--- config.mk ---
export PLATFORM = sky130hd
export DESIGN_NAME = pwm_ctrl_top
export DESIGN_NICKNAME = d
export VERILOG_FILES = /design/src/pwm_cfg_pkg.sv /design/src/pwm_bus_pkg.sv /design/src/pwm_ctrl_top.sv /design/src/pwm_reg_decode.sv /design/src/pwm_channel.sv /design/src/pwm_heartbeat_gen.sv /design/src/pwm_standard_gen.sv
export SDC_FILE = /design/constraint.sdc
export NUM_CORES = 2
export LEC_CHECK = 0
export BUFFER_PORTS_ARGS = -buffer_cell sky130_fd_sc_hd__buf_2
export CAP_MARGIN = 10
export CORE_ASPECT_RATIO = 1.25
export CORE_MARGIN = 2
export CORE_UTILIZATION = 55
export CTS_CLUSTER_DIAMETER = 120
export DETAILED_ROUTE_END_ITERATION = 12
export GPL_ROUTABILITY_DRIVEN = 0
export HOLD_SLACK_MARGIN = 0.08
export PLACE_DENSITY = 0.77
export SETUP_SLACK_MARGIN = 0.3
export SYNTH_ARGS = -nofsm -noshare
export SYNTH_HDL_FRONTEND = slang
export SYNTH_HIERARCHICAL = 1
export SYNTH_SLANG_ARGS = --single-unit
--- constraint.sdc ---
create_clock -name clk_i -period 13.3 [get_ports clk_i]
set_clock_uncertainty 0.1 [all_clocks]
set_input_delay 1.995 -clock clk_i [delete_from_list [all_inputs] [get_ports clk_i]]
set_output_delay 1.995 -clock clk_i [all_outputs]
set_load 0.02 [all_outputs]
--- src/pwm_cfg_pkg.sv ---
// pwm configuration package: channel modes and the per-channel register set

package pwm_cfg_pkg;

    // width of the heartbeat step register
    localparam int STEP_W = 12;

    // value 3 is not listed and behaves as idle
    typedef enum logic [1:0] {
        MODE_IDLE      = 2'd0,
        MODE_STANDARD  = 2'd1,
        MODE_HEARTBEAT = 2'd2
    } pwm_mode_e;

    // one channel's configuration as held by the decoder
    // counter fields are 32 bits, only the low RESOLUTION bits are used
    typedef struct packed {
        pwm_mode_e         mode;
        logic [31:0]       period;
        logic [31:0]       thr_lo;   // standard duty, heartbeat lower bound
        logic [31:0]       thr_hi;   // heartbeat upper bound
        logic [STEP_W-1:0] step;
    } pwm_ch_cfg_t;

endpackage

--- src/pwm_bus_pkg.sv ---
// pwm bus package: wishbone request/response structs and the register map

package pwm_bus_pkg;

    // wishbone classic request, master to slave
    typedef struct packed {
        logic        cyc;
        logic        stb;
        logic        we;
        logic [5:0]  adr;   // byte offset inside the block
        logic [31:0] dat;
        logic [3:0]  sel;   // ignored, every write is a full word
    } wb_req_t;

    // wishbone classic response, slave to master
    typedef struct packed {
        logic        ack;
        logic [31:0] dat;
    } wb_rsp_t;

    // channel 0 and 1 mode registers
    localparam logic [5:0] REG_CTRL0   = 6'h00;
    localparam logic [5:0] REG_CTRL1   = 6'h04;

    // period length in clock cycles
    localparam logic [5:0] REG_PERIOD0 = 6'h08;
    localparam logic [5:0] REG_PERIOD1 = 6'h0C;

    // lo threshold doubles as the standard mode duty
    localparam logic [5:0] REG_THR0_LO = 6'h10;
    localparam logic [5:0] REG_THR0_HI = 6'h14;
    localparam logic [5:0] REG_THR1_LO = 6'h18;
    localparam logic [5:0] REG_THR1_HI = 6'h1C;

    // heartbeat ramp step
    localparam logic [5:0] REG_STEP0   = 6'h20;
    localparam logic [5:0] REG_STEP1   = 6'h24;

    // live pin levels, read only
    localparam logic [5:0] REG_OUT0    = 6'h28;
    localparam logic [5:0] REG_OUT1    = 6'h2C;

endpackage
--- src/pwm_ctrl_top.sv ---
// two channel pwm controller with a wishbone classic register port

module pwm_ctrl_top #(
    parameter int RESOLUTION = 32
) (
    input  logic        clk_i,
    input  logic        rst_i,
    input  logic [5:0]  wb_adr_i,
    input  logic [31:0] wb_dat_i,
    input  logic        wb_we_i,
    input  logic        wb_cyc_i,
    input  logic        wb_stb_i,
    input  logic [3:0]  wb_sel_i,
    output logic [31:0] wb_dat_o,
    output logic        wb_ack_o,
    output logic [1:0]  pwm_o
);

    import pwm_bus_pkg::*;
    import pwm_cfg_pkg::*;

    wb_req_t     bus_req;
    wb_rsp_t     bus_rsp;
    pwm_ch_cfg_t cfg0;
    pwm_ch_cfg_t cfg1;
    logic [1:0]  pin;

    assign bus_req  = '{cyc: wb_cyc_i, stb: wb_stb_i, we: wb_we_i,
                        adr: wb_adr_i, dat: wb_dat_i, sel: wb_sel_i};
    assign wb_ack_o = bus_rsp.ack;
    assign wb_dat_o = bus_rsp.dat;
    assign pwm_o    = pin;

    pwm_reg_decode #(
        .RESOLUTION (RESOLUTION)
    ) u_decode (
        .clk_i  (clk_i),
        .rst_i  (rst_i),
        .req_i  (bus_req),
        .pin_i  (pin),      // fed back for the out registers
        .rsp_o  (bus_rsp),
        .cfg0_o (cfg0),
        .cfg1_o (cfg1)
    );

    pwm_channel #(
        .RESOLUTION (RESOLUTION)
    ) u_ch0 (
        .clk_i (clk_i),
        .rst_i (rst_i),
        .cfg_i (cfg0),
        .pin_o (pin[0])
    );

    pwm_channel #(
        .RESOLUTION (RESOLUTION)
    ) u_ch1 (
        .clk_i (clk_i),
        .rst_i (rst_i),
        .cfg_i (cfg1),
        .pin_o (pin[1])
    );

endmodule

--- src/pwm_reg_decode.sv ---
// pwm register decoder: wishbone classic slave holding both channel configurations

module pwm_reg_decode #(
    parameter int RESOLUTION = 32
) (
    input  logic                     clk_i,
    input  logic                     rst_i,
    input  pwm_bus_pkg::wb_req_t     req_i,
    input  logic [1:0]               pin_i,
    output pwm_bus_pkg::wb_rsp_t     rsp_o,
    output pwm_cfg_pkg::pwm_ch_cfg_t cfg0_o,
    output pwm_cfg_pkg::pwm_ch_cfg_t cfg1_o
);

    import pwm_bus_pkg::*;
    import pwm_cfg_pkg::*;

    pwm_ch_cfg_t cfg0_q;
    pwm_ch_cfg_t cfg1_q;
    logic        ack_q;
    logic [31:0] rd_q;
    logic [31:0] rdata;
    logic        access;

    // keep only the counter bits, upper bits read back as zero
    function automatic logic [31:0] zext_res(input logic [31:0] d);
        logic [31:0] r;
        r = '0;
        r[RESOLUTION-1:0] = d[RESOLUTION-1:0];
        return r;
    endfunction

    // new request seen, ack goes out on the next edge
    assign access = req_i.cyc && req_i.stb && !ack_q;

    always_ff @(posedge clk_i) begin
        if (rst_i) begin
            ack_q <= 1'b0;
            rd_q  <= '0;
        end else begin
            ack_q <= access;
            if (access) begin
                rd_q <= req_i.we ? '0 : rdata;
            end
        end
    end

    // register writes land on the edge that raises ack
    always_ff @(posedge clk_i) begin
        if (rst_i) begin
            cfg0_q <= '0;
            cfg1_q <= '0;
        end else if (access && req_i.we) begin
            case (req_i.adr)
                REG_CTRL0:   cfg0_q.mode   <= pwm_mode_e'(req_i.dat[1:0]);
                REG_CTRL1:   cfg1_q.mode   <= pwm_mode_e'(req_i.dat[1:0]);
                REG_PERIOD0: cfg0_q.period <= zext_res(req_i.dat);
                REG_PERIOD1: cfg1_q.period <= zext_res(req_i.dat);
                REG_THR0_LO: cfg0_q.thr_lo <= zext_res(req_i.dat);
                REG_THR0_HI: cfg0_q.thr_hi <= zext_res(req_i.dat);
                REG_THR1_LO: cfg1_q.thr_lo <= zext_res(req_i.dat);
                REG_THR1_HI: cfg1_q.thr_hi <= zext_res(req_i.dat);
                REG_STEP0:   cfg0_q.step   <= req_i.dat[STEP_W-1:0];
                REG_STEP1:   cfg1_q.step   <= req_i.dat[STEP_W-1:0];
                default: ;   // out regs and holes drop the write
            endcase
        end
    end

    // read mux, narrow fields zero extended
    always_comb begin
        rdata = '0;
        case (req_i.adr)
            REG_CTRL0:   rdata = 32'(cfg0_q.mode);
            REG_CTRL1:   rdata = 32'(cfg1_q.mode);
            REG_PERIOD0: rdata = cfg0_q.period;
            REG_PERIOD1: rdata = cfg1_q.period;
            REG_THR0_LO: rdata = cfg0_q.thr_lo;
            REG_THR0_HI: rdata = cfg0_q.thr_hi;
            REG_THR1_LO: rdata = cfg1_q.thr_lo;
            REG_THR1_HI: rdata = cfg1_q.thr_hi;
            REG_STEP0:   rdata = 32'(cfg0_q.step);
            REG_STEP1:   rdata = 32'(cfg1_q.step);
            REG_OUT0:    rdata = {31'b0, pin_i[0]};
            REG_OUT1:    rdata = {31'b0, pin_i[1]};
            default:     rdata = '0;
        endcase
    end

    assign rsp_o.ack = ack_q;
    assign rsp_o.dat = rd_q;
    assign cfg0_o    = cfg0_q;
    assign cfg1_o    = cfg1_q;

    // single cycle ack, master must drop stb once it sees it
    a_ack_single: assert property (
        @(posedge clk_i) disable iff (rst_i)
        rsp_o.ack |=> !rsp_o.ack
    );

    // ack only answers a request from the previous cycle
    a_ack_after_req: assert property (
        @(posedge clk_i) disable iff (rst_i)
        rsp_o.ack |-> $past(req_i.cyc && req_i.stb)
    );

endmodule

--- src/pwm_channel.sv ---
// pwm channel: both generators, mode based enables and the registered pin

module pwm_channel #(
    parameter int RESOLUTION = 32
) (
    input  logic                     clk_i,
    input  logic                     rst_i,
    input  pwm_cfg_pkg::pwm_ch_cfg_t cfg_i,
    output logic                     pin_o
);

    import pwm_cfg_pkg::*;

    logic en_std;
    logic en_hb;
    logic std_raw;
    logic hb_raw;
    logic pin_q;

    // only the generator for the active mode runs
    assign en_std = (cfg_i.mode == MODE_STANDARD);
    assign en_hb  = (cfg_i.mode == MODE_HEARTBEAT);

    pwm_standard_gen #(
        .RESOLUTION (RESOLUTION)
    ) u_std (
        .clk_i    (clk_i),
        .rst_i    (rst_i),
        .en_i     (en_std),
        .period_i (cfg_i.period[RESOLUTION-1:0]),
        .thr_i    (cfg_i.thr_lo[RESOLUTION-1:0]),
        .pwm_o    (std_raw)
    );

    pwm_heartbeat_gen #(
        .RESOLUTION (RESOLUTION)
    ) u_hb (
        .clk_i    (clk_i),
        .rst_i    (rst_i),
        .en_i     (en_hb),
        .period_i (cfg_i.period[RESOLUTION-1:0]),
        .thr_lo_i (cfg_i.thr_lo[RESOLUTION-1:0]),
        .thr_hi_i (cfg_i.thr_hi[RESOLUTION-1:0]),
        .step_i   (cfg_i.step),
        .pwm_o    (hb_raw)
    );

    always_ff @(posedge clk_i) begin
        if (rst_i) begin
            pin_q <= 1'b0;
        end else begin
            pin_q <= en_std ? std_raw : hb_raw;   // idle and 3 leave both generators low
        end
    end

    assign pin_o = pin_q;

    a_idle_low: assert property (
        @(posedge clk_i) disable iff (rst_i)
        $past(!en_std && !en_hb) |-> !pin_o
    );

endmodule

--- src/pwm_heartbeat_gen.sv ---
// heartbeat pwm generator: duty ramps between two thresholds once per period

module pwm_heartbeat_gen #(
    parameter int RESOLUTION = 32
) (
    input  logic                           clk_i,
    input  logic                           rst_i,
    input  logic                           en_i,
    input  logic [RESOLUTION-1:0]          period_i,
    input  logic [RESOLUTION-1:0]          thr_lo_i,
    input  logic [RESOLUTION-1:0]          thr_hi_i,
    input  logic [pwm_cfg_pkg::STEP_W-1:0] step_i,
    output logic                           pwm_o
);

    import pwm_cfg_pkg::*;

    localparam int SUM_W = RESOLUTION + 1;   // one spare bit for the ramp sums

    logic [RESOLUTION-1:0] cnt_q;
    logic [RESOLUTION-1:0] duty_q;
    logic [RESOLUTION-1:0] duty_cur;
    logic                  dir_up_q;
    logic                  per_zero;
    logic                  wrap;
    logic [SUM_W-1:0]      step_ext;
    logic [SUM_W-1:0]      up_sum;
    logic [SUM_W-1:0]      lo_reach;

    assign per_zero = (period_i == '0);
    assign wrap     = per_zero || (cnt_q >= period_i - 1'b1);

    // duty pulled back inside the bounds if they move under it
    always_comb begin
        duty_cur = duty_q;
        if (duty_cur < thr_lo_i) duty_cur = thr_lo_i;
        if (duty_cur > thr_hi_i) duty_cur = thr_hi_i;
    end

    assign step_ext = SUM_W'(step_i);
    assign up_sum   = {1'b0, duty_cur} + step_ext;
    assign lo_reach = {1'b0, thr_lo_i} + step_ext;   // at or below this, next step hits lo

    always_ff @(posedge clk_i) begin
        if (rst_i) begin
            cnt_q    <= '0;
            duty_q   <= '0;
            dir_up_q <= 1'b1;
        end else if (!en_i) begin
            cnt_q    <= '0;
            duty_q   <= thr_lo_i;   // ramp restarts at the lower bound
            dir_up_q <= 1'b1;
        end else if (wrap) begin
            cnt_q <= '0;
            if (dir_up_q) begin
                if (up_sum >= {1'b0, thr_hi_i}) begin
                    duty_q   <= thr_hi_i;
                    dir_up_q <= 1'b0;
                end else begin
                    duty_q <= up_sum[RESOLUTION-1:0];
                end
            end else begin
                if ({1'b0, duty_cur} <= lo_reach) begin
                    duty_q   <= thr_lo_i;
                    dir_up_q <= 1'b1;
                end else begin
                    duty_q <= duty_cur - step_ext[RESOLUTION-1:0];
                end
            end
        end else begin
            cnt_q  <= cnt_q + 1'b1;
            duty_q <= duty_cur;
        end
    end

    assign pwm_o = en_i && !per_zero && (cnt_q < duty_cur);

    // bounds held steady for a cycle, the stored duty sits between them
    a_duty_in_bounds: assert property (
        @(posedge clk_i) disable iff (rst_i)
        (en_i && (thr_lo_i <= thr_hi_i) && $stable(thr_lo_i) && $stable(thr_hi_i))
            |-> (duty_q >= thr_lo_i) && (duty_q <= thr_hi_i)
    );

endmodule

--- src/pwm_standard_gen.sv ---
// standard pwm generator: wrapping period counter against a fixed duty threshold

module pwm_standard_gen #(
    parameter int RESOLUTION = 32
) (
    input  logic                  clk_i,
    input  logic                  rst_i,
    input  logic                  en_i,
    input  logic [RESOLUTION-1:0] period_i,
    input  logic [RESOLUTION-1:0] thr_i,
    output logic                  pwm_o
);

    logic [RESOLUTION-1:0] cnt_q;
    logic                  per_zero;
    logic                  wrap;

    assign per_zero = (period_i == '0);

    // >= so a period shortened mid-run still wraps
    assign wrap = per_zero || (cnt_q >= period_i - 1'b1);

    always_ff @(posedge clk_i) begin
        if (rst_i) begin
            cnt_q <= '0;
        end else if (!en_i) begin
            cnt_q <= '0;     // held while another mode owns the pin
        end else if (wrap) begin
            cnt_q <= '0;
        end else begin
            cnt_q <= cnt_q + 1'b1;
        end
    end

    // thr >= period keeps the output high, period 0 keeps it low
    assign pwm_o = en_i && !per_zero && (cnt_q < thr_i);

endmodule

==> impl_metrics.toml <==
[worst_hold_path]
holdPathStages = 2
holdCritPathClass = "reg2reg"
hold_end = "u_decode/rd_q[18]"
worstHoldStart = "u_decode/rd_q[18]"

[synth]
synth_area_sq_um = 42200
muxShareOfSynthArea = 0.0422
synth_flop_cell = "dfxtp_1"
yosys_warnings = 6
ys_seq_area_frac = 0.213
synth_cell_types = 123
ys_seq_elements = 449
postSynthCellCount = 5432
synth_edf_count = 0
yosys-top-cells-area = "dfxtp_1 (21%), ha_1 (18%), nand2_1 (6.6%), a21oi_1 (6.0%), xnor2_1 (5.8%)"
yosys.area_share.adder = 0.178
synth_area_per_cell_sq_um = 7.76
yosysMostFrequentCell = "nand2_1"
synth_compound_area_frac = 0.202
synth_top_area_frac = 0.213
synth_xor_area_frac = 0.0829
synthTopCellsByCount = "nand2_1 (747), ha_1 (590), a21oi_1 (506)"
yosysTopAreaCell = "dfxtp_1"
synth.net_count = 6075
synth_top_family_by_area = "simple AND/OR/NAND/NOR gates"
synthArstFlopShare = 0
synth_simple_gate_area_share = 0.221

[setup_path]
reg2reg_from = "u_decode/cfg0_o[63]"
critPathTopFamily = "compound AO/OA/AOI/OAI gates"
path_buf_inv = 6
cpPeakStageDelay_ns = 0.64
critPathLaunchType = "register"
critPathKind = "reg2reg"
path_max_fanout = 31
reg2reg_depth = 44
crit_arrival_ns = 12.83
timing.rr.end = "u_ch0/u_hb/duty_q[14]"
slowest_stage = "o21ai_0"
crit_required_ns = 13.69
setup.worst_path.end_class = "register"
r2r_setup_slack_ns = 0.85

[clock_network]
clkTransAtPathRegs_ns = 0.07
clkLatencyLatePin_ns = 0.65
holdBufCountCts = 0
cts_tree = "built"
clock-sinks = 449
cts-resized-gates = 0
post_cts_buffers = 0
root_buffer = "clkbuf_16"
cts_buffers = 51
clockBufferDepth = 3
h-tree-depth = 2

[grt]
grt_usage = 0.358
antenna_found_initial = 5
grt_pass1_vias = 40392
grt_pass1_wl_microns = 223000
grt-ovfl-total = 0
grt_start_max_net_pins = 94

[timing]
rsz0062_at_grt = "no"
fin_crit_sh = 0.936
hold_slack_ns = 0.354
maxSlewHeadroom = 0.223
drv_slew = 0
period_minus_slack_ns = 12.45
worst_slew_pin_slew_ns = 1.16
setup_viol = 0
finalSetupTns_ns = 0
max_freq_ghz = 0.0803
hold_violations = 0

[flow_run]
max-cap-violations = 0

[pwr]
powerDensity_nw_per_um2 = 72.4
p_leak_uw = 0.0188
worst_ir_drop_vdd_v = 0.0000905

[routing]
drt-met1-wl_microns = 52900
ant_nets = 0
avgRoutedWirePerCell_microns = 22.7
dr.max_layer_used = "met4"
drtPass1Iterations = 7
wl_met3_microns = 12800
drc_errors = 0
wl_met2_microns = 65700
routed_wl_microns = 146000
vias_per_cell = 6.57
drtIter0Drc = 4397
vias = 42136

[die]
core_area_sq_um = 75900
die_w_microns = 252
die_y_microns = 314
rows = 113
io_pins = 82
initial_core_util = 0.555
dieArea_sq_um = 78900

[place]
postPlaceCellArea_sq_um = 43200
dp.cells = 6319
hpwlAfterDp_microns = 112000
port-buffer-count = 77

[outcome]
status = "completed"

[finish]
fin_area_sq_um = 45000
layout-drive-gt1-share = 0.0857
fin_nets = 6038
area_delta_synth_final_pct = 6.79
instances_no_fill = 6417
cell type report:
type	instances	area, sq um
Tap cell	977	1220
Timing Repair Buffer	150	956
Multi-Input combinational cell	4367	30600
Sequential cell	449	8990
Clock buffer	60	1400
Clock inverter	33	397
Inverter	376	1410
Antenna cell	5	12.5
Fill cell	6741	30900
placed cells by master (no fill, tap or decap), drive strengths merged, types with 38 or more instances in the layout:
master,n
nand2,750
ha,590
a21oi,513
nor2,452
dfxtp,449
inv,378
xnor2,279
o21ai,222
nand3,155
buf,150
nor3,126
nand4,121
xor2,120
a21o,119
nor4,71
mux2i,61
clkbuf,60
mux2,57
and3,46
a211oi,46
nor2b,46
o21a,40
nand2b,38
a222oi,38
flip-flops by register name, summed over array words and instances, names as in the netlist:
signal,flops
u_ch1/u_hb/duty_q,32
u_ch0/u_std/cnt_q,32
u_ch1/u_hb/cnt_q,32
u_ch0/u_hb/duty_q,32
u_ch1/u_hb/dir_up_q,1
u_ch0/u_hb/cnt_q,32
u_decode/ack_q,1
u_decode/cfg0_o,110
u_ch0/u_hb/dir_up_q,1
u_decode/rd_q,32
u_ch0/pin_o,1
u_decode/cfg1_o,110
u_ch1/pin_o,1
u_ch1/u_std/cnt_q,32
worst max-delay path by stage:
stage	startpoint	to	depth (start not counted)
detailed placement	u_decode/cfg0_o[46]	u_ch0/u_hb/duty_q[16]	45
global route	u_decode/cfg0_o[63]	u_ch0/u_hb/duty_q[14]	40
CTS	u_decode/cfg0_o[71]	u_ch0/u_hb/duty_q[14]	44
global placement	u_decode/cfg1_o[69]	u_ch1/u_hb/duty_q[21]	40
finish	u_decode/cfg0_o[63]	u_ch0/u_hb/duty_q[14]	44
floorplan	u_decode/cfg0_o[51]	u_ch0/u_hb/duty_q[14]	47
where the power goes:
part / internal, uW / switching (uW)
Clock: 892 / 663
Combinational: 109 / 248
Sequential: 1350 / 2.36
Total: 2350 / 914
stage by stage:
step / setup slack [ns] / utilization / total power [uW]
detailed placement: 1.57 / 0.569 / 1720
CTS: 1.55 / 0.593 / 3250
floorplan: 2.73 / - / 1600
finish: 0.853 / 0.593 / 3260
global route: 0.701 / 0.593 / 3320
global placement: 1.78 / 0.569 / 1710
routing by layer:
metal  global-route usage  vias up
met3               0.0518      721
li1                     -    19351
met5                    0        -
met4                0.300        0
met2                0.588     2360
met1                0.413    19704
worst min-delay path, stage by stage (launching register included):
cell and delay [ns]:
dfxtp_1 0.32, nand2_1 0.04, o21ai_0 0.06
cells by family after synthesis:
family                     after synthesis
buffers and inverters                  616
AOI/OAI and AO/OA                     1290
adders and majority gates              596
xor gates and xnor gates               399
and+or+nand+nor                       1941
muxes                                  141
DFF                                    449
(Power assumes the default switching activity.)
